$ cat config.mk
export PLATFORM = sky130hd
export DESIGN_NAME = img_controller_top
export DESIGN_NICKNAME = d
export VERILOG_FILES = /design/src/rtl/img_types_pkg.sv /design/src/rtl/img_ctrl_pkg.sv /design/src/rtl/img_capture.sv /design/src/rtl/img_frame_buffer.sv /design/src/rtl/img_sequencer.sv /design/src/rtl/img_readout.sv /design/src/rtl/img_controller_top.sv
export VERILOG_INCLUDE_DIRS = /design/src /design/src/rtl
export SDC_FILE = /design/constraint.sdc
export NUM_CORES = 2
export LEC_CHECK = 0
export BUFFER_PORTS_ARGS = -buffer_cell sky130_fd_sc_hd__buf_2
export CAP_MARGIN = 20
export CORE_ASPECT_RATIO = 1.2
export CORE_UTILIZATION = 50
export CTS_BUF_LIST = sky130_fd_sc_hd__clkbuf_4
export CTS_CLUSTER_SIZE = 12
export DETAILED_ROUTE_END_ITERATION = 7
export PLACE_DENSITY = 0.68
export SYNTH_ARGS = -nofsm -noshare
export SYNTH_HDL_FRONTEND = slang
export SYNTH_MEMORY_MAX_BITS = 65536
export SYNTH_SLANG_ARGS = --single-unit
$ cat constraint.sdc
create_clock -name clk -period 4.24 [get_ports clk]
set_clock_uncertainty 0.1 [all_clocks]
set_input_delay 0.424 -clock clk [delete_from_list [all_inputs] [get_ports clk]]
set_output_delay 0.424 -clock clk [all_outputs]
set_load 0.02 [all_outputs]
$ cat src/rtl/img_defs.svh
`ifndef IMG_DEFS_SVH
`define IMG_DEFS_SVH

// ====================
// Pixel and word widths
// ====================
`define IMG_PIXEL_BITS 12
`define IMG_WORD_BITS 16

// Largest frame the buffer can hold
`define IMG_WIDTH_MAX 16
`define IMG_HEIGHT_MAX 16

// ====================
// Buffer layout
// ====================
`define IMG_HEADER_WORDS 4
`define IMG_BUF_DEPTH (`IMG_HEADER_WORDS + `IMG_WIDTH_MAX * `IMG_HEIGHT_MAX)

// Readout flow control
`define IMG_CREDITS 4

// Grid statistics
`define IMG_STAT_BITS 10
`define IMG_STAT_MSBS 7

`endif

$ cat src/rtl/img_types_pkg.sv
`include "img_defs.svh"

package img_types_pkg;

    // Raw camera sample and stored buffer word
    typedef logic [`IMG_PIXEL_BITS-1:0] pixel_t;
    typedef logic [`IMG_WORD_BITS-1:0] word_t;

    // Full header as given with the capture command
    typedef logic [`IMG_HEADER_WORDS*`IMG_WORD_BITS-1:0] header_t;

    // Measured frame dimensions, wide enough to hold the maximum itself
    typedef logic [$clog2(`IMG_WIDTH_MAX+1)-1:0] dim_w_t;
    typedef logic [$clog2(`IMG_HEIGHT_MAX+1)-1:0] dim_h_t;

    // Highlight and shadow counters
    typedef logic [`IMG_STAT_BITS-1:0] stat_t;

    // Buffer address and word count
    typedef logic [$clog2(`IMG_BUF_DEPTH)-1:0] addr_t;
    typedef logic [$clog2(`IMG_BUF_DEPTH+1)-1:0] count_t;

    // Readout credits, 0 up to IMG_CREDITS
    typedef logic [$clog2(`IMG_CREDITS+1)-1:0] credit_t;

endpackage

$ cat src/rtl/img_ctrl_pkg.sv
package img_ctrl_pkg;

    // ====================
    // Capture side FSM
    // ====================
    typedef enum logic [1:0] {
        CAP_IDLE,
        CAP_WAIT_INVALID,
        CAP_WAIT_START,
        CAP_ACTIVE
    } cap_state_t;

    // ====================
    // Sequencer FSM
    // ====================
    typedef enum logic [1:0] {
        SEQ_IDLE,
        SEQ_HEADER,
        SEQ_CAPTURE,
        SEQ_READOUT
    } seq_state_t;

endpackage

$ cat src/rtl/img_capture.sv
`timescale 1ns/100ps
`include "img_defs.svh"

module img_capture import img_types_pkg::*, img_ctrl_pkg::*; (
    input  logic   clk,
    input  logic   fifoIn_rst,
    input  pixel_t img_d,
    input  logic   img_fv,
    input  logic   img_lv,
    input  logic   capture_start,
    output logic   pixel_valid,
    output word_t  pixel_word,
    output logic   frame_done,
    output dim_w_t status_image_width,
    output dim_h_t status_image_height,
    output stat_t  status_highlight_count,
    output stat_t  status_shadow_count
);

    pixel_t img_d_q;
    logic fv_q;
    logic lv_q;
    logic lv_d;
    cap_state_t state;
    logic [1:0] col_q;
    logic [1:0] line_q;
    logic take_px;
    logic on_grid;
    logic [`IMG_STAT_MSBS-1:0] px_msbs;

    // ====================
    // Pin sampling
    // ====================
    always_ff @(posedge clk) begin
        img_d_q <= img_d;
    end

    always_ff @(posedge clk) begin
        if (!fifoIn_rst) begin
            fv_q <= 1'b0;
            lv_q <= 1'b0;
            lv_d <= 1'b0;
        end else begin
            fv_q <= img_fv;
            lv_q <= img_lv;
            lv_d <= lv_q;
        end
    end

    // A line may already be valid in the cycle the frame start is seen
    assign take_px = lv_q && fv_q && (state == CAP_ACTIVE || state == CAP_WAIT_START);
    assign px_msbs = img_d_q[`IMG_PIXEL_BITS-1 -: `IMG_STAT_MSBS];
    assign on_grid = take_px && (col_q == 2'd0) && (line_q == 2'd0);

    // ====================
    // Frame sync FSM
    // ====================
    always_ff @(posedge clk) begin
        if (!fifoIn_rst) begin
            state       <= CAP_IDLE;
            pixel_valid <= 1'b0;
            frame_done  <= 1'b0;
        end else begin
            pixel_valid <= take_px;
            frame_done  <= 1'b0;
            case (state)
                CAP_IDLE: begin
                    if (capture_start) state <= CAP_WAIT_INVALID;
                end
                CAP_WAIT_INVALID: begin
                    if (!fv_q) state <= CAP_WAIT_START;
                end
                CAP_WAIT_START: begin
                    if (fv_q) state <= CAP_ACTIVE;
                end
                CAP_ACTIVE: begin
                    if (!fv_q) begin
                        state      <= CAP_IDLE;
                        frame_done <= 1'b1;
                    end
                end
                default: state <= CAP_IDLE;
            endcase
        end
    end

    // Zero-extend into the stored word
    always_ff @(posedge clk) begin
        pixel_word <= {{(`IMG_WORD_BITS-`IMG_PIXEL_BITS){1'b0}}, img_d_q};
    end

    // Sampling grid position, modulo 4
    always_ff @(posedge clk) begin
        if (!fifoIn_rst) begin
            col_q  <= 2'd0;
            line_q <= 2'd0;
        end else begin
            col_q <= lv_q ? col_q + 2'd1 : 2'd0;
            if (!fv_q) line_q <= 2'd0;
            else if (lv_d && !lv_q) line_q <= line_q + 2'd1;
        end
    end

    // ====================
    // Dimensions and statistics
    // ====================
    always_ff @(posedge clk) begin
        if (!fifoIn_rst || capture_start) begin
            status_image_width     <= '0;
            status_image_height    <= '0;
            status_highlight_count <= '0;
            status_shadow_count    <= '0;
        end else begin
            if (take_px) begin
                // First pixel of a line restarts the width
                if (!lv_d) begin
                    status_image_width  <= dim_w_t'(1);
                    status_image_height <= status_image_height + dim_h_t'(1);
                end else begin
                    status_image_width <= status_image_width + dim_w_t'(1);
                end
            end
            if (on_grid) begin
                if (px_msbs == '1) status_highlight_count <= status_highlight_count + 1'b1;
                else if (px_msbs == '0) status_shadow_count <= status_shadow_count + 1'b1;
            end
        end
    end

    // Pixels are only produced once the frame has started
    a_valid_active: assert property (@(posedge clk) disable iff (!fifoIn_rst)
        pixel_valid |-> state == CAP_ACTIVE);

endmodule

$ cat src/rtl/img_frame_buffer.sv
`timescale 1ns/100ps
`include "img_defs.svh"

module img_frame_buffer import img_types_pkg::*; (
    input  logic  clk,
    input  logic  wr_en,
    input  addr_t wr_addr,
    input  word_t wr_data,
    input  logic  rd_en,
    input  addr_t rd_addr,
    output word_t rd_data
);

    word_t mem [`IMG_BUF_DEPTH];

    // Write port
    always_ff @(posedge clk) begin
        if (wr_en) begin
            mem[wr_addr] <= wr_data;
        end
    end

    // Read port, data one cycle after rd_en and held otherwise
    always_ff @(posedge clk) begin
        if (rd_en) begin
            rd_data <= mem[rd_addr];
        end
    end

    a_wr_range: assert property (@(posedge clk)
        wr_en |-> wr_addr < `IMG_BUF_DEPTH);

    a_rd_range: assert property (@(posedge clk)
        rd_en |-> rd_addr < `IMG_BUF_DEPTH);

endmodule

$ cat src/rtl/img_sequencer.sv
`timescale 1ns/100ps
`include "img_defs.svh"

module img_sequencer import img_types_pkg::*, img_ctrl_pkg::*; (
    input  logic    clk,
    input  logic    fifoIn_rst,
    input  logic    cmd_capture,
    input  header_t cmd_header,
    input  count_t  cmd_pixel_count,
    input  logic    pixel_valid,
    input  word_t   pixel_word,
    input  logic    frame_done,
    input  logic    readout_done,
    output logic    capture_start,
    output logic    wr_en,
    output addr_t   wr_addr,
    output word_t   wr_data,
    output logic    readout_start,
    output count_t  readout_count,
    output logic    status_busy,
    output logic    status_capture_done
);

    seq_state_t state;
    header_t hdr_q;
    count_t count_q;
    addr_t wr_ptr;

    assign readout_count = count_q;

    // ====================
    // Control FSM
    // ====================
    always_ff @(posedge clk) begin
        if (!fifoIn_rst) begin
            state               <= SEQ_IDLE;
            wr_ptr              <= '0;
            wr_en               <= 1'b0;
            capture_start       <= 1'b0;
            readout_start       <= 1'b0;
            status_busy         <= 1'b0;
            status_capture_done <= 1'b0;
        end else begin
            wr_en               <= 1'b0;
            capture_start       <= 1'b0;
            readout_start       <= 1'b0;
            status_capture_done <= 1'b0;
            case (state)
                SEQ_IDLE: begin
                    if (cmd_capture) begin
                        state       <= SEQ_HEADER;
                        wr_ptr      <= '0;
                        status_busy <= 1'b1;
                    end
                end
                SEQ_HEADER: begin
                    // One header word per cycle at addresses 0 to 3
                    wr_en  <= 1'b1;
                    wr_ptr <= wr_ptr + addr_t'(1);
                    if (wr_ptr == addr_t'(`IMG_HEADER_WORDS-1)) begin
                        state         <= SEQ_CAPTURE;
                        capture_start <= 1'b1;
                    end
                end
                SEQ_CAPTURE: begin
                    // Drop pixels beyond the end of the buffer
                    if (pixel_valid && wr_ptr < addr_t'(`IMG_BUF_DEPTH)) begin
                        wr_en  <= 1'b1;
                        wr_ptr <= wr_ptr + addr_t'(1);
                    end
                    if (frame_done) begin
                        state               <= SEQ_READOUT;
                        readout_start       <= 1'b1;
                        status_capture_done <= 1'b1;
                    end
                end
                SEQ_READOUT: begin
                    if (readout_done) begin
                        state       <= SEQ_IDLE;
                        status_busy <= 1'b0;
                    end
                end
                default: state <= SEQ_IDLE;
            endcase
        end
    end

    // ====================
    // Command latch and write data
    // ====================
    always_ff @(posedge clk) begin
        if (state == SEQ_IDLE && cmd_capture) begin
            hdr_q <= cmd_header;
            // Never read past the buffer
            if (cmd_pixel_count > count_t'(`IMG_BUF_DEPTH)) begin
                count_q <= count_t'(`IMG_BUF_DEPTH);
            end else begin
                count_q <= cmd_pixel_count;
            end
        end else if (state == SEQ_HEADER) begin
            hdr_q <= hdr_q << `IMG_WORD_BITS;
        end
    end

    always_ff @(posedge clk) begin
        wr_addr <= wr_ptr;
        if (state == SEQ_HEADER) begin
            // Most significant word goes first
            wr_data <= hdr_q[$bits(header_t)-1 -: `IMG_WORD_BITS];
        end else begin
            wr_data <= pixel_word;
        end
    end

    // Capture only produces pixels while the sequencer stores them
    a_pixel_in_capture: assert property (@(posedge clk) disable iff (!fifoIn_rst)
        pixel_valid |-> state == SEQ_CAPTURE);

endmodule

$ cat src/rtl/img_readout.sv
`timescale 1ns/100ps
`include "img_defs.svh"

module img_readout import img_types_pkg::*; (
    input  logic   clk,
    input  logic   fifoIn_rst,
    input  logic   readout_start,
    input  count_t readout_count,
    input  word_t  rd_data,
    input  logic   readout_credit,
    output logic   rd_en,
    output addr_t  rd_addr,
    output logic   readout_valid,
    output word_t  readout_data,
    output logic   readout_done
);

    credit_t credits;
    count_t remaining;

    // Read whenever a word is left and the consumer has room for it
    assign rd_en = (remaining != '0) && (credits != '0);

    // Buffer data is already registered, valid follows the read by one cycle
    assign readout_data = rd_data;

    // ====================
    // Credit counter
    // ====================
    always_ff @(posedge clk) begin
        if (!fifoIn_rst) begin
            credits <= credit_t'(`IMG_CREDITS);
        end else begin
            credits <= credits + credit_t'(readout_credit) - credit_t'(rd_en);
        end
    end

    // ====================
    // Address and word count
    // ====================
    always_ff @(posedge clk) begin
        if (!fifoIn_rst) begin
            remaining <= '0;
            rd_addr   <= '0;
        end else if (readout_start) begin
            remaining <= readout_count;
            rd_addr   <= '0;
        end else if (rd_en) begin
            remaining <= remaining - count_t'(1);
            rd_addr   <= rd_addr + addr_t'(1);
        end
    end

    always_ff @(posedge clk) begin
        if (!fifoIn_rst) begin
            readout_valid <= 1'b0;
            readout_done  <= 1'b0;
        end else begin
            readout_valid <= rd_en;
            // Finish with the last word, or at once for an empty readout
            readout_done  <= (rd_en && remaining == count_t'(1)) ||
                             (readout_start && readout_count == '0);
        end
    end

    // The consumer never hands back more credits than it was given
    a_credit_max: assert property (@(posedge clk) disable iff (!fifoIn_rst)
        credits <= credit_t'(`IMG_CREDITS));

endmodule

$ cat src/rtl/img_controller_top.sv
`timescale 1ns/100ps

module img_controller_top import img_types_pkg::*; (
    input  logic    clk,
    input  logic    fifoIn_rst,
    // Command
    input  logic    cmd_capture,
    input  header_t cmd_header,
    input  count_t  cmd_pixel_count,
    // Camera
    input  pixel_t  img_d,
    input  logic    img_fv,
    input  logic    img_lv,
    // Readout
    output logic    readout_valid,
    output word_t   readout_data,
    input  logic    readout_credit,
    // Status
    output logic    status_busy,
    output logic    status_capture_done,
    output dim_w_t  status_image_width,
    output dim_h_t  status_image_height,
    output stat_t   status_highlight_count,
    output stat_t   status_shadow_count
);

    logic capture_start;
    logic pixel_valid;
    word_t pixel_word;
    logic frame_done;
    logic wr_en;
    addr_t wr_addr;
    word_t wr_data;
    logic rd_en;
    addr_t rd_addr;
    word_t rd_data;
    logic readout_start;
    count_t readout_count;
    logic readout_done;

    img_capture u_capture (
        .clk                    (clk),
        .fifoIn_rst             (fifoIn_rst),
        .img_d                  (img_d),
        .img_fv                 (img_fv),
        .img_lv                 (img_lv),
        .capture_start          (capture_start),
        .pixel_valid            (pixel_valid),
        .pixel_word             (pixel_word),
        .frame_done             (frame_done),
        .status_image_width     (status_image_width),
        .status_image_height    (status_image_height),
        .status_highlight_count (status_highlight_count),
        .status_shadow_count    (status_shadow_count)
    );

    img_frame_buffer u_buffer (
        .clk     (clk),
        .wr_en   (wr_en),
        .wr_addr (wr_addr),
        .wr_data (wr_data),
        .rd_en   (rd_en),
        .rd_addr (rd_addr),
        .rd_data (rd_data)
    );

    img_sequencer u_sequencer (
        .clk                 (clk),
        .fifoIn_rst          (fifoIn_rst),
        .cmd_capture         (cmd_capture),
        .cmd_header          (cmd_header),
        .cmd_pixel_count     (cmd_pixel_count),
        .pixel_valid         (pixel_valid),
        .pixel_word          (pixel_word),
        .frame_done          (frame_done),
        .readout_done        (readout_done),
        .capture_start       (capture_start),
        .wr_en               (wr_en),
        .wr_addr             (wr_addr),
        .wr_data             (wr_data),
        .readout_start       (readout_start),
        .readout_count       (readout_count),
        .status_busy         (status_busy),
        .status_capture_done (status_capture_done)
    );

    img_readout u_readout (
        .clk            (clk),
        .fifoIn_rst     (fifoIn_rst),
        .readout_start  (readout_start),
        .readout_count  (readout_count),
        .rd_data        (rd_data),
        .readout_credit (readout_credit),
        .rd_en          (rd_en),
        .rd_addr        (rd_addr),
        .readout_valid  (readout_valid),
        .readout_data   (readout_data),
        .readout_done   (readout_done)
    );

endmodule

== Word-level counts from Yosys, hierarchy flattened ==
Memories as Yosys holds them, arrays and structs flattened. A register that Yosys moved wholly into a read port is not among the register bits.
Cells that the tools add are included.
Storage, ports and cells
  bits in registers: 201
  RAM bits: 4160
  input bits: 91
  word-level logic and storage cells: 134
  memories: 1
Memories
  u_buffer.mem: depth 260, bits a word 16, read ports 1, clocked after Yosys merged registers in 1, write ports 1, RTL line img_frame_buffer.sv:14  | word_t mem [`IMG_BUF_DEPTH];
Operators by class
  add/sub/neg operators: 11
  $lt $le $gt $ge: 2
  equal/unequal tests: 18
  mux-type cells: 29
  bitwise operators: 3
  reductions and logical operators: 40
Operators by type and width (number)
  $mux W64: 2
  $mux W9: 4
  $pmux W9 S3: 1
  $add A10 B1 Y10 const B: 2
  $add A9 B1 Y9 const B: 2
  $mux W2: 8
  $pmux W2 S4: 2
  $reduce_and A2 Y1: 7
  $mux W12: 1
  $add A5 B1 Y5 const B: 2
  $logic_and A1 B1 Y1: 10
  $ne A2 B1 Y1 const B: 5
  $eq A9 B1 Y1 const B: 1
  $eq A9 B2 Y1 const B: 1
  $gt A9 B9 Y1 const B: 1
  $logic_not A9 Y1: 1
  $lt A9 B9 Y1 const B: 1
  $reduce_and A3 Y1: 3
  $reduce_bool A9 Y1: 1
  $sub A9 B1 Y9 const B: 1
  $eq A2 B2 Y1 const B: 4
  $logic_not A2 Y1: 4
  $mux W1: 8
  $ne A2 B2 Y1 const B: 4
  15 further kinds: 27

== Depth between registers and ports, before layout ==
  depth in word-level cells: 6
  depth in mapped cells: 14

== Modules after synthesis ==
From an unflattened synthesis, not the netlist that was laid out.
Second synthesis, totals
  cells, all modules: 8320
  area, all modules: 170085.6 um^2
Modules (own cells, without submodules)
  img_frame_buffer: instances 1, cells each 7626, area an instance 161924.0 um^2
  img_sequencer: instances 1, cells each 305, area an instance 4445.5 um^2
  img_capture: instances 1, cells each 237, area an instance 2352.3 um^2
  img_readout: instances 1, cells each 152, area an instance 1363.8 um^2

== Worst setup path before layout ==
OpenSTA, ideal clock, no wires.
  kind: register -> register
  start: register u_sequencer.wr_data[0]
  end: memory u_buffer.mem[0][0] (netlist bit) (data pin)
  arrival: 3.430 ns
  slack: -0.153 ns
  cell stages (with the launch flop): 1
  path buffers: 0
  period minus slack after synthesis: 4.393 ns
  cells stage by stage: dfxtp_1
RTL lines
  start: declaration: RTL line img_sequencer.sv:17  | output word_t wr_data,
  start signal: assignment: RTL line img_sequencer.sv:109  | wr_data <= hdr_q[$bits(header_t)-1 -: `IMG_WORD_BITS];
  start signal: assignment: RTL line img_sequencer.sv:111  | wr_data <= pixel_word;
  end: declaration: RTL line img_frame_buffer.sv:14
Straight into the memory's write port.

==> impl_metrics.yaml <==
run_status:
  status: "finished with violations"
  violations: "DRC, setup timing"
synth:
  ys_types: 86
  yosysTopAreaCell: "edfxtp_1"
  synth_cells: 7852
  ys_seq_elements: 4377
  syn_area_um2: 169000
  synth_most_common_cell: "edfxtp_1"
  yosysTopAreaCellShare_pct: 75.6
  synth_warnings: 0
  syn-num-nets: 7967
  synth.top_cells.by_count: "4249 x edfxtp_1, 973 x mux4_2, 397 x nor2_1"
  synthFlopType: "edfxtp_1"
  async_flop_share_pct: 0
  yosys-top-cells-area: "edfxtp_1 76%, mux4_2 13%, mux2i_1 2.1%, dfxtp_1 1.5%, nor2_1 0.88%"
  synth-edff-count: 4249
  syn_area_per_cell_um2: 21.5
  ys_seq_area_share_pct: 77.2
power:
  p_clk_share_pct: 30.1
  power_leakage_uw: 0.0637
  seq_power_share_pct: 48.4
  total_power_uw: 113000
  p_switching_uw: 32100
  comb_power_share_pct: 21.5
  intPower_uw: 80400
  p_per_area_nw_per_um2: 576
  ir_drop_mv: 0.458
  swShare_pct: 28.5
route:
  wl_met3_um: 52700
  detail_route.wirelength_um: 482000
  highest_layer: "met5"
  viasPerCell: 6.22
  first_iter_violations: 12600
  wl_met1_um: 166000
  ant_nets: 0
  routedWlPerCell_um: 32.4
  drc: 6
  dr_wl_met2_um: 234000
  num_vias: 92400
  first_pass_iters: 8
final_layout:
  finish.utilization_pct: 58.2
  nets: 9826
  finalInstanceArea_um2: 195000
  syn2layout_area_growth_pct: 15.8
  multi_input_area_um2: 35900
  nFillCells: 24000
  drive_above_1_share_pct: 35.8
  regArea_um2: 130000
timing:
  drv_slew: 0
  timing.fmax_mhz: 233
  tightestPinTransition_ns: 1.18
  slew_headroom_pct: 20.8
  hold_viol: 0
  fin_crit_sh_pct: 101
  whs_ns: 0.202
  rsz0062_at_grt: "no"
  setup_viol: 2
  setup_ws_ns: -0.0437
  finalCriticalPeriod_ns: 4.28
worst_setup_path:
  path_cells: "buf_12 -> buf_4 -> buf_4 -> mux4_2 -> mux4_2 -> a21oi_1 -> o21ai_0 -> o21ai_2 -> buf_4 -> a21oi_1"
  cp_max_fo: 31
  arrival_ns: 5.58
  r2r_slack_ns: -0.04
  slowest_stage: "dfxtp_4"
  r2r_cells: 10
  crit_path_end_kind: "register"
  critPathLaunchType: "register"
  worstReg2RegEnd: "u_buffer.rd_data[14]"
  crit_top_cell: "buf_4"
  critPathMaxStageDelay_ns: 0.65
  worstSetupPathType: "register to register"
  required_ns: 5.53
  r2r_start: "u_readout.rd_addr[1]"
place:
  gp_congestion: 0.892
  port_buffers: 139
  dpl_cell_area_um2: 179000
  hpwl_um: 292000
flow_run:
  cap_violations: 0
cts:
  cts_made_buffers: 1127
  path_clk_slew_ns: 0.08
  cts_tree: "built"
  clockRootBuffer: "clkbuf_4"
  clockBufferDepth: 5
  cts_max_level: 7
  clock_latency_ns: 1.63
  cts_sinks: 4377
floorplanning:
  die-area_um2: 340000
  rows: 233
  initial_core_util_pct: 50.3
  die_x_um: 532
  die_h_um: 638
  coreArea_um2: 336000
  ios: 140
hold_path:
  holdPathStages: 4
  min_from: "cmd_pixel_count[4]"
  hold_path.class: "input port to register"
  whs_endpoint: "u_sequencer.readout_count[4]"
global_route:
  grt_usage_pct: 28.5
  grt_pass1_wl_um: 677000
  grt.overflow.total: 0
  antenna_found_initial: 33
  grt_max_degree: 181
  grt_pass1_vias: 95300
[what timing repair did]
action	in CTS	in global routing
buffers inserted	4	0
hold buffers	269	0
resized for setup	7	0
hold endpoints to repair	219	0
setup endpoints to repair	10	0
[power by group through the flow]
stage                     Sequential [µW]  Clock, µW  Combinational, µW
final                               54500      33900              24100
after global routing                54500      36600              25100
after CTS                           54500      34400              23800
after global placement              55300          0              22600
after floorplan                     56600          0              13100
after detailed placement            55500          0              23100
[flip-flops by register name, summed over array words and instances, names as in the netlist, 3 cells and up]
signal,flops
u_buffer.mem,4160
u_sequencer.hdr_q,64
u_buffer.rd_data,16
u_sequencer.wr_data,16
u_capture.img_d_q,12
u_capture.pixel_word,12
u_capture.status_highlight_count,10
u_capture.status_shadow_count,10
u_readout.rd_addr,9
u_readout.remaining,9
u_sequencer.readout_count,9
u_sequencer.wr_addr,9
u_sequencer.wr_ptr,9
u_capture.status_image_height,5
u_capture.status_image_width,5
u_readout.credits,3
[metrics by stage]
stage	TNS, ns	setup WS (ns)	instances
3_5_place_dp	-1.74	-0.408	12800
3_3_place_gp	-2.67	-0.903	12800
4_1_cts	0	0.0607	14800
5_1_grt	0	0.0255	14800
2_1_floorplan	0	0.924	7852
6_report	-0.0647	-0.0437	14900
[worst max-delay path by stage]
stage                           start              endpoint  cells after the start
3_5_place_dp     u_readout.rd_addr[0]   u_buffer.rd_data[8]                     12
2_1_floorplan  u_readout.remaining[4]  u_readout.credits[2]                     11
5_1_grt          u_readout.rd_addr[1]   u_buffer.rd_data[5]                     10
6_report         u_readout.rd_addr[1]  u_buffer.rd_data[14]                     10
4_1_cts          u_readout.rd_addr[1]  u_buffer.rd_data[14]                     10
3_3_place_gp     u_readout.rd_addr[0]   u_buffer.rd_data[4]                      9
[critical path, delay by kind of cell (launching register included)]
family | cells | cell delay [ns]
AOI/OAI and AO/OA | 4 | 1.18
buffers and inverters | 4 | 1.16
muxes | 2 | 0.85
DFF | 1 | 0.65
[area by class of cell]
type                    instances  share of cell area (%)
clock buffers                1563                    6.01
clock inverters               221                   0.624
diodes                         22                  0.0282
well taps                    4465                    2.86
inverters                      24                  0.0526
flip-flops and latches       4377                    66.7
repair buffers               1174                    5.33
multi-input cells            3007                    18.4
[layout by cell type, fill, tap and decap left out, types with 93 or more instances in the layout]
| cell type | instances |
|---|---|
| edfxtp_1 | 4249 |
| clkbuf_4 | 1563 |
| mux4_2 | 973 |
| buf_4 | 664 |
| mux2i_1 | 347 |
| nor2_1 | 337 |
| dlygate4sd3_1 | 269 |
| nand2_1 | 179 |
| clkinv_1 | 166 |
| a21oi_1 | 140 |
| buf_2 | 140 |
| dfxtp_1 | 104 |
| buf_12 | 100 |
| a22oi_1 | 93 |
[per-layer routing]
| layer | up-vias | GRT usage, % |
|---|---|---|
| met5 | - | 0 |
| met4 | 22 | 16.9 |
| met3 | 1072 | 7.65 |
| met2 | 6120 | 45.8 |
| met1 | 48000 | 34.8 |
| li1 | 37200 | - |
[cell families after synthesis]
group | share of synthesized area, %
compound gates | 2.78
xor+xnor | 0.228
buf+inv | 1.74
mux | 15.6
simple gates | 2.31
flops | 77.2
fa+ha+maj | 0.182
Power figures use the tool's default switching activity.
